===== config.mk =====
export PLATFORM = sky130hd
export DESIGN_NAME = fir_filter
export DESIGN_NICKNAME = d
export VERILOG_FILES = /design/src/fir_types_pkg.sv /design/src/fir_ctrl_pkg.sv /design/src/coeff_regs.sv /design/src/coefficient_loader.sv /design/src/fir_controller.sv /design/src/fir_datapath.sv /design/src/fir_filter.sv
export SDC_FILE = /design/constraint.sdc
export NUM_CORES = 1
export LEC_CHECK = 0
export ABC_AREA = 0
export BUFFER_PORTS_ARGS = -buffer_cell sky130_fd_sc_hd__buf_4
export CAP_MARGIN = 5
export CORE_ASPECT_RATIO = 0.7
export CORE_MARGIN = 3
export CORE_UTILIZATION = 31
export CTS_CLUSTER_DIAMETER = 50
export DETAILED_ROUTE_END_ITERATION = 16
export PLACE_DENSITY = 0.58
export SETUP_SLACK_MARGIN = 0.1
export SLEW_MARGIN = 10
export SYNTH_ARGS = -nofsm -noshare
export SYNTH_HDL_FRONTEND = slang
export SYNTH_SLANG_ARGS = --single-unit

===== constraint.sdc =====
create_clock -name clk -period 8.1 [get_ports clk]
set_input_delay 1.62 -clock clk [delete_from_list [all_inputs] [get_ports clk]]
set_output_delay 1.62 -clock clk [all_outputs]
set_load 0.01 [all_outputs]

===== src/fir_types_pkg.sv =====
/*
  Widths and shared data structs of the four-tap FIR core.
  The tap count is fixed at four because the coefficient index is two bits wide.
  Coefficients are Q1.15, so the accumulator is shifted right by COEFF_FRAC
  before it is saturated to the sample width.
*/
package fir_types_pkg;

  localparam int NUM_TAPS   = 4;
  localparam int SAMPLE_W   = 16;
  localparam int COEFF_W    = 16;
  localparam int COEFF_FRAC = 15;
  localparam int ACC_W      = 34;  // 32-bit products plus growth for four taps

  typedef logic [1:0] coeff_num_t;

  typedef struct packed {
    logic                      wr;     // write strobe, one cycle
    coeff_num_t                idx;
    logic signed [COEFF_W-1:0] value;
  } coeff_write_t;

  typedef struct packed {
    logic                       data_ready;  // one-cycle pulse
    logic signed [SAMPLE_W-1:0] sample;
  } sample_in_t;

  typedef struct packed {
    logic                       valid;
    logic signed [SAMPLE_W-1:0] data;
    logic                       saturated;
  } fir_result_t;

endpackage


===== src/fir_ctrl_pkg.sv =====
/*
  Command set between the FIR controller and its datapath.
  One command is presented every cycle. The datapath acts on it at the
  next rising edge.
  The tap index is only meaningful for load and MAC operations.
*/
package fir_ctrl_pkg;

  typedef enum logic [2:0] {
    op_idle,
    op_load,   // write coefficient at tap
    op_shift,  // push new sample, clear accumulator
    op_mac,    // acc += delay[tap] * coeff[tap]
    op_emit    // shift, saturate and register result
  } dp_op_t;

  typedef struct packed {
    dp_op_t                  op;
    fir_types_pkg::coeff_num_t tap;
  } dp_cmd_t;

endpackage


===== src/coeff_regs.sv =====
/*
  Host side bank of four signed coefficients plus the pending-set flag.
  Host writes land immediately. The bank is not double buffered, so writes
  made while a set is being loaded may be picked up part way.
  A new_coefficient_set pulse wins over the clear from the final load.
*/
module coeff_regs (
  input  logic                                      clk,
  input  logic                                      n_reset,
  input  fir_types_pkg::coeff_write_t               host_write,
  input  logic                                      new_coefficient_set,
  input  logic                                      load_coeff,
  input  fir_types_pkg::coeff_num_t                 coefficient_num,
  output logic                                      set_pending,
  output logic signed [fir_types_pkg::COEFF_W-1:0]  coeff_value
);

  logic signed [fir_types_pkg::COEFF_W-1:0] coeff_bank [fir_types_pkg::NUM_TAPS];
  logic                                     last_load;

  assign last_load = load_coeff && (coefficient_num == 2'd3);

  always_ff @(posedge clk, negedge n_reset) begin
    if (!n_reset) begin
      for (int i = 0; i < fir_types_pkg::NUM_TAPS; i++) begin
        coeff_bank[i] <= '0;
      end
    end else if (host_write.wr) begin
      coeff_bank[host_write.idx] <= host_write.value;
    end
  end

  // pending flag, host pulse has priority
  always_ff @(posedge clk, negedge n_reset) begin
    if (!n_reset) begin
      set_pending <= 1'b0;
    end else if (new_coefficient_set) begin
      set_pending <= 1'b1;
    end else if (last_load) begin
      set_pending <= 1'b0;
    end
  end

  assign coeff_value = coeff_bank[coefficient_num];  // read mux

endmodule


===== src/coefficient_loader.sv =====
/*
  Steps a coefficient set into the filter, numbers 0 to 3 in order.
  new_coefficient_set is taken as a level. It must drop after the load
  of number 3, or a second pass starts.
  coefficient_num stays stable from the load pulse until modwait is seen low.
*/
module coefficient_loader (
  input  logic                      clk,
  input  logic                      n_reset,
  input  logic                      new_coefficient_set,
  input  logic                      modwait,
  output logic                      load_coeff,
  output fir_types_pkg::coeff_num_t coefficient_num
);

  typedef enum logic [3:0] {
    st_idle,
    st_load0,
    st_wait0,
    st_load1,
    st_wait1,
    st_load2,
    st_wait2,
    st_load3,
    st_wait3
  } state_t;

  state_t state, next_state;

  always_ff @(posedge clk, negedge n_reset) begin
    if (!n_reset) begin
      state <= st_idle;
    end else begin
      state <= next_state;
    end
  end

  always_comb begin
    next_state = state;
    case (state)
      st_idle:  if (new_coefficient_set) next_state = st_load0;
      st_load0: next_state = st_wait0;
      st_wait0: if (!modwait) next_state = st_load1;
      st_load1: next_state = st_wait1;
      st_wait1: if (!modwait) next_state = st_load2;
      st_load2: next_state = st_wait2;
      st_wait2: if (!modwait) next_state = st_load3;
      st_load3: next_state = st_wait3;
      st_wait3: if (!modwait) next_state = st_idle;  // set done
      default:  next_state = st_idle;
    endcase
  end

  // moore outputs, number held through each wait
  always_comb begin
    load_coeff      = 1'b0;
    coefficient_num = 2'd0;
    case (state)
      st_load0: load_coeff = 1'b1;
      st_load1: begin
        load_coeff      = 1'b1;
        coefficient_num = 2'd1;
      end
      st_wait1: coefficient_num = 2'd1;
      st_load2: begin
        load_coeff      = 1'b1;
        coefficient_num = 2'd2;
      end
      st_wait2: coefficient_num = 2'd2;
      st_load3: begin
        load_coeff      = 1'b1;
        coefficient_num = 2'd3;
      end
      st_wait3: coefficient_num = 2'd3;
      default:  coefficient_num = 2'd0;
    endcase
  end

endmodule


===== src/fir_controller.sv =====
/*
  Schedules coefficient loads and sample runs on the FIR datapath.
  A sample run takes shift, four MAC cycles and emit. Samples arriving while
  modwait is high are dropped and flagged on drop_err one cycle later.
  A load that arrives mid-run is remembered and served after the result.
  The loader must hold coefficient_num until modwait falls.
*/
module fir_controller (
  input  logic                      clk,
  input  logic                      n_reset,
  input  logic                      load_coeff,
  input  fir_types_pkg::coeff_num_t coefficient_num,
  input  fir_types_pkg::sample_in_t sample_in,
  output logic                      modwait,
  output fir_ctrl_pkg::dp_cmd_t     dp_cmd,
  output logic                      drop_err
);

  typedef enum logic [1:0] {
    st_idle,
    st_mac,
    st_emit,
    st_done
  } state_t;

  state_t                    state, next_state;
  fir_types_pkg::coeff_num_t tap_cnt;
  logic                      load_pending, next_load_pending;

  always_comb begin
    next_state        = state;
    next_load_pending = load_pending;
    dp_cmd.op         = fir_ctrl_pkg::op_idle;
    dp_cmd.tap        = tap_cnt;
    case (state)
      st_idle: begin
        if (sample_in.data_ready) begin
          dp_cmd.op         = fir_ctrl_pkg::op_shift;  // sample is taken this cycle
          next_state        = st_mac;
          next_load_pending = load_coeff;
        end else if (load_coeff) begin
          dp_cmd.op  = fir_ctrl_pkg::op_load;
          dp_cmd.tap = coefficient_num;
          next_state = st_done;
        end
      end
      st_mac: begin
        dp_cmd.op         = fir_ctrl_pkg::op_mac;
        next_load_pending = load_pending | load_coeff;
        if (tap_cnt == 2'd3) next_state = st_emit;
      end
      st_emit: begin
        dp_cmd.op         = fir_ctrl_pkg::op_emit;
        next_load_pending = load_pending | load_coeff;
        next_state        = st_done;
      end
      st_done: begin
        // serve a deferred load here, stay busy one more cycle
        if (load_pending || load_coeff) begin
          dp_cmd.op         = fir_ctrl_pkg::op_load;
          dp_cmd.tap        = coefficient_num;
          next_load_pending = 1'b0;
        end else begin
          next_state = st_idle;
        end
      end
      default: next_state = st_idle;
    endcase
  end

  always_ff @(posedge clk, negedge n_reset) begin
    if (!n_reset) begin
      state        <= st_idle;
      load_pending <= 1'b0;
      tap_cnt      <= '0;
      modwait      <= 1'b0;
      drop_err     <= 1'b0;
    end else begin
      state        <= next_state;
      load_pending <= next_load_pending;
      modwait      <= (next_state != st_idle);
      drop_err     <= sample_in.data_ready && modwait;  // busy, sample lost
      if (state == st_mac) begin
        tap_cnt <= tap_cnt + 2'd1;  // wraps to 0 after tap 3
      end else begin
        tap_cnt <= '0;
      end
    end
  end

endmodule


===== src/fir_datapath.sv =====
/*
  Delay line, coefficient registers and a single multiply-accumulate unit.
  Tap 0 holds the newest sample. The output is the accumulator shifted right
  by COEFF_FRAC, which rounds toward minus infinity, then saturated to
  SAMPLE_W bits. The sample input is only sampled on a shift command.
*/
module fir_datapath (
  input  logic                                      clk,
  input  logic                                      n_reset,
  input  fir_ctrl_pkg::dp_cmd_t                     dp_cmd,
  input  logic signed [fir_types_pkg::COEFF_W-1:0]  coeff_value,
  input  logic signed [fir_types_pkg::SAMPLE_W-1:0] sample,
  output fir_types_pkg::fir_result_t                result
);

  localparam int SHIFT_W = fir_types_pkg::ACC_W - fir_types_pkg::COEFF_FRAC;

  logic signed [fir_types_pkg::SAMPLE_W-1:0] delay_line [fir_types_pkg::NUM_TAPS];
  logic signed [fir_types_pkg::COEFF_W-1:0]  coeffs     [fir_types_pkg::NUM_TAPS];
  logic signed [fir_types_pkg::ACC_W-1:0]    acc;
  logic signed [fir_types_pkg::SAMPLE_W+fir_types_pkg::COEFF_W-1:0] product;
  logic signed [SHIFT_W-1:0]                 acc_shift;
  logic [SHIFT_W-fir_types_pkg::SAMPLE_W:0]  upper_bits;
  logic                                      overflow;
  logic signed [fir_types_pkg::SAMPLE_W-1:0] sat_value;

  assign product   = delay_line[dp_cmd.tap] * coeffs[dp_cmd.tap];
  assign acc_shift = acc[fir_types_pkg::ACC_W-1:fir_types_pkg::COEFF_FRAC];  // floor

  // fits only if the sign bit and everything above it agree
  assign upper_bits = acc_shift[SHIFT_W-1:fir_types_pkg::SAMPLE_W-1];
  assign overflow   = !((&upper_bits) || !(|upper_bits));
  assign sat_value  = overflow ?
                      {acc_shift[SHIFT_W-1], {(fir_types_pkg::SAMPLE_W-1){~acc_shift[SHIFT_W-1]}}} :
                      acc_shift[fir_types_pkg::SAMPLE_W-1:0];

  always_ff @(posedge clk, negedge n_reset) begin
    if (!n_reset) begin
      for (int i = 0; i < fir_types_pkg::NUM_TAPS; i++) begin
        delay_line[i] <= '0;
        coeffs[i]     <= '0;
      end
      acc    <= '0;
      result <= '0;
    end else begin
      result.valid <= (dp_cmd.op == fir_ctrl_pkg::op_emit);
      case (dp_cmd.op)
        fir_ctrl_pkg::op_load: coeffs[dp_cmd.tap] <= coeff_value;
        fir_ctrl_pkg::op_shift: begin
          delay_line[0] <= sample;
          for (int i = 1; i < fir_types_pkg::NUM_TAPS; i++) begin
            delay_line[i] <= delay_line[i-1];
          end
          acc <= '0;
        end
        fir_ctrl_pkg::op_mac: acc <= acc + product;  // product sign-extends
        fir_ctrl_pkg::op_emit: begin
          result.data      <= sat_value;
          result.saturated <= overflow;
        end
        default: ;
      endcase
    end
  end

endmodule


===== src/fir_filter.sv =====
/*
  Four-tap FIR filter top.
  Samples must be sent only while modwait is low, otherwise they are dropped
  and err pulses. err also pulses with any saturated result.
  Result valid follows an accepted data_ready by six cycles.
*/
module fir_filter (
  input  logic                         clk,
  input  logic                         n_reset,
  input  fir_types_pkg::coeff_write_t  host_write,
  input  logic                         new_coefficient_set,
  input  fir_types_pkg::sample_in_t    sample_in,
  output logic                         modwait,
  output fir_types_pkg::fir_result_t   result,
  output logic                         err
);

  logic                                     set_pending;
  logic                                     load_coeff;
  fir_types_pkg::coeff_num_t                coefficient_num;
  logic signed [fir_types_pkg::COEFF_W-1:0] coeff_value;
  fir_ctrl_pkg::dp_cmd_t                    dp_cmd;
  logic                                     drop_err;

  coeff_regs u_coeff_regs (
    .clk                 (clk),
    .n_reset             (n_reset),
    .host_write          (host_write),
    .new_coefficient_set (new_coefficient_set),
    .load_coeff          (load_coeff),
    .coefficient_num     (coefficient_num),
    .set_pending         (set_pending),
    .coeff_value         (coeff_value)
  );

  coefficient_loader u_loader (
    .clk                 (clk),
    .n_reset             (n_reset),
    .new_coefficient_set (set_pending),  // level from the bank
    .modwait             (modwait),
    .load_coeff          (load_coeff),
    .coefficient_num     (coefficient_num)
  );

  fir_controller u_controller (
    .clk             (clk),
    .n_reset         (n_reset),
    .load_coeff      (load_coeff),
    .coefficient_num (coefficient_num),
    .sample_in       (sample_in),
    .modwait         (modwait),
    .dp_cmd          (dp_cmd),
    .drop_err        (drop_err)
  );

  fir_datapath u_datapath (
    .clk         (clk),
    .n_reset     (n_reset),
    .dp_cmd      (dp_cmd),
    .coeff_value (coeff_value),
    .sample      (sample_in.sample),
    .result      (result)
  );

  assign err = drop_err | (result.valid & result.saturated);

endmodule


==> out/metrics.cfg <==
[flow_run]
maxCapViolCount=0

[worst_setup_path]
cp.buffers_inverters=9
critPathRequiredTime_ns=8.54
crit_type=input pin to register
path_delay_family=adder cells
max_stage_delay_ns=0.53
cp_max_fo=10
crit_path_end_kind=register
cp_slowest_cell=fa_1
start_kind=input pin
arrival_ns=8.62
crit_path_frequent_cell=fa_1

[sta]
worst_slew_pin_slew_ns=1.09
setup_viol=5
period_needed_ns=8.18
relSlewSlack=0.268
hold_violations=0
fmax_mhz=122
holdWs_ns=0.487
skew_ns=0.0372
rsz0062_at_grt=true
slew_viol_final=0
min_period_over_period=1.01
setup_slack_ns=-0.0827

[yosys]
ys_ff_latch=256
synthFlopType=dfrtp_1
async_reset_ff_frac=1.00
synth_warnings=0
synth-edff-count=0
synth_top_cells_by_area=dfrtp_1 29%, fa_1 27%, mux2_2 9.9%
synth.distinct_cells=62
synth_area_leader_cell=dfrtp_1
netlist_area_um2=22400
synthCells=2087
synth_nets=2538
synth_top_area_frac=0.286
avgSynthCellArea_um2=10.7
synth_seq_area_share=0.286

[finish]
drive_above_1_share=0.294
diodes=0
fin_nets=2802
syn_to_final_growth_pct=24.1
final_cells=3332
fin_util=0.393

[global_routing]
grt_pass1_wl_um=94100
overflow=0
grt_usage=0.156
antenna_found_initial=0
grt_pass1_vias=17300
grt_start_max_net_pins=178

[placed_design]
gp_congestion=0.898
post-dp-hpwl_um=43300
dp_cells=3240
io_buffers=58

[clocking]
cts_buffers=36
cts_root_buf=clkbuf_16
worstSkewPairLatency_ns=0.57
path_clk_slew_ns=0.05
cts_sinks=256
cts.path.max_buffers=3
cts_hold_buf=0
cts_tree=yes
cts_htree_levels=2

[die]
ios=59
fp-row-count=81
die_h_um=231
start_util=0.317
fp.dieW_um=327
dieArea_um2=75500
fp.coreArea_um2=70600

[worst_hold_path]
min_path_type=register to register

[status]
status=finished with violations
violations=negative setup slack

[drt]
wl_um=56000
ant_nets=0
drt-pass1-iter-count=7
viasPerCell=4.74
post-route-drc-count=0
drtIter0Drc=1093
vias=15800
wl_per_cell_um=16.8

[what timing repair did]
item | 4_1_cts | 5_1_grt
endpoints found under the setup margin | 17 | 17
resized for setup | 85 | 55
gates cloned | 3 | 2
setup buffers | 14 | 9
pin swaps | 24 | 24
[cells by family (layout without fill, tap and decap cells)]
family,after synthesis,count (layout),share of synthesized area
and+or+nand+nor,499,499,0.0976
buffers and inverters,434,725,0.0791
adders and majority gates,412,412,0.333
DFF,256,256,0.286
muxes,250,250,0.123
AOI/OAI and AO/OA,198,198,0.0662
xor gates and xnor gates,38,38,0.0149
[routing by layer]
metal	share of wire	wire (um)	global-route usage	vias up
li1	-	-	-	7202
met4	0.012	682	0.0270	0
met3	0.051	2860	0.0267	45
met2	0.44	24700	0.242	297
met1	0.50	27800	0.230	8240
met5	0	0	0	-
[per-stage QoR]
step	setup slack [ns]	instance area (um2)	TNS, ns
2_1_floorplan	-0.280	22600	-0.752
5_1_grt	-0.359	27800	-3.38
6_report	-0.0827	27800	-0.230
3_3_place_gp	-0.909	25700	-11.51
3_5_place_dp	-0.959	25700	-12.82
4_1_cts	-0.0305	27500	-0.0601
[worst min-delay path: cells and delay by family (launching register included)]
kind	cells	cell delay [ns]
AO/OA/AOI/OAI	1	0.06
AND/OR/NAND/NOR	1	0.05
flip-flops	1	0.34
[sequential cells by signal (all words and copies together) (netlist names), 2 cells and up]
register and count:
u_datapath.delay_line 64, u_datapath.acc 34, u_datapath.result 18, u_datapath.coeffs 64, u_controller.state 2, u_coeff_regs.coeff_bank 64, u_controller.tap_cnt 2, u_loader.state 4
[layout make-up]
cell class / count / area (um2)
Fill cell: 6876 / 42900
Multi-Input combinational cell: 1397 / 14800
Sequential cell: 256 / 6410
Timing Repair Buffer: 315 / 2870
Inverter: 345 / 1300
Tap cell: 954 / 1190
Clock buffer: 44 / 961
Clock inverter: 21 / 272
[layout by cell type (no fill, tap or decap), types with 10 or more instances in the layout]
cell       synthesis  layout
a211oi_1          28      23
a21o_1            12      12
a21oi_1           20      15
a221o_1           15      15
a22o_1            20      19
a31oi_1           19      19
and2_1            46      31
and2_4             0      10
buf_12             0      21
buf_4             10     258
buf_6              8      23
clkbuf_16          0      38
dfrtp_1          256     256
fa_1             305     301
ha_1             107      96
ha_4               0      11
inv_1            345     338
mux2_2           196     192
mux2i_1           52      46
nand2_1          241     232
nand2b_1          15      15
nor2_1           143     133
nor2_2             0      10
o21ai_0           27      22
xnor2_1           25      24
xor2_1            13      13
[synthesized netlist by cell type (19+ instances only)]
master,count
ha_1,107
fa_1,305
o21ai_0,27
clkbuf_1,33
buf_2,34
a21oi_1,20
a22o_1,20
nand2_1,241
mux2_2,196
inv_1,345
mux2i_1,52
and2_1,46
dfrtp_1,256
a31oi_1,19
a211oi_1,28
nor2_1,143
xnor2_1,25
[path summary, 6_finish.rpt]
path	startpoint	to	slack, ns	cells after the start
worst max-delay path	sample_in[16]	u_datapath.acc[33]$_DFFE_PN0P_	-0.08	31
worst min-delay path	u_datapath.acc[0]$_DFFE_PN0P_	u_datapath.acc[0]$_DFFE_PN0P_	0.49	2
worst max register to register	u_controller.state[1]$_DFF_PN0_	u_datapath.acc[33]$_DFFE_PN0P_	0.24	33
worst min register to register	u_datapath.acc[0]$_DFFE_PN0P_	u_datapath.acc[0]$_DFFE_PN0P_	0.49	2
max in group asynchronous	n_reset	u_datapath.delay_line[60]$_DFFE_PN0P_	5.61	2
min in group asynchronous	n_reset	u_datapath.acc[2]$_DFFE_PN0P_	1.08	1
Power is left out: the tool's default activity adds up to more than one toggle a clock period on the data nets, which glitch-free logic cannot reach.
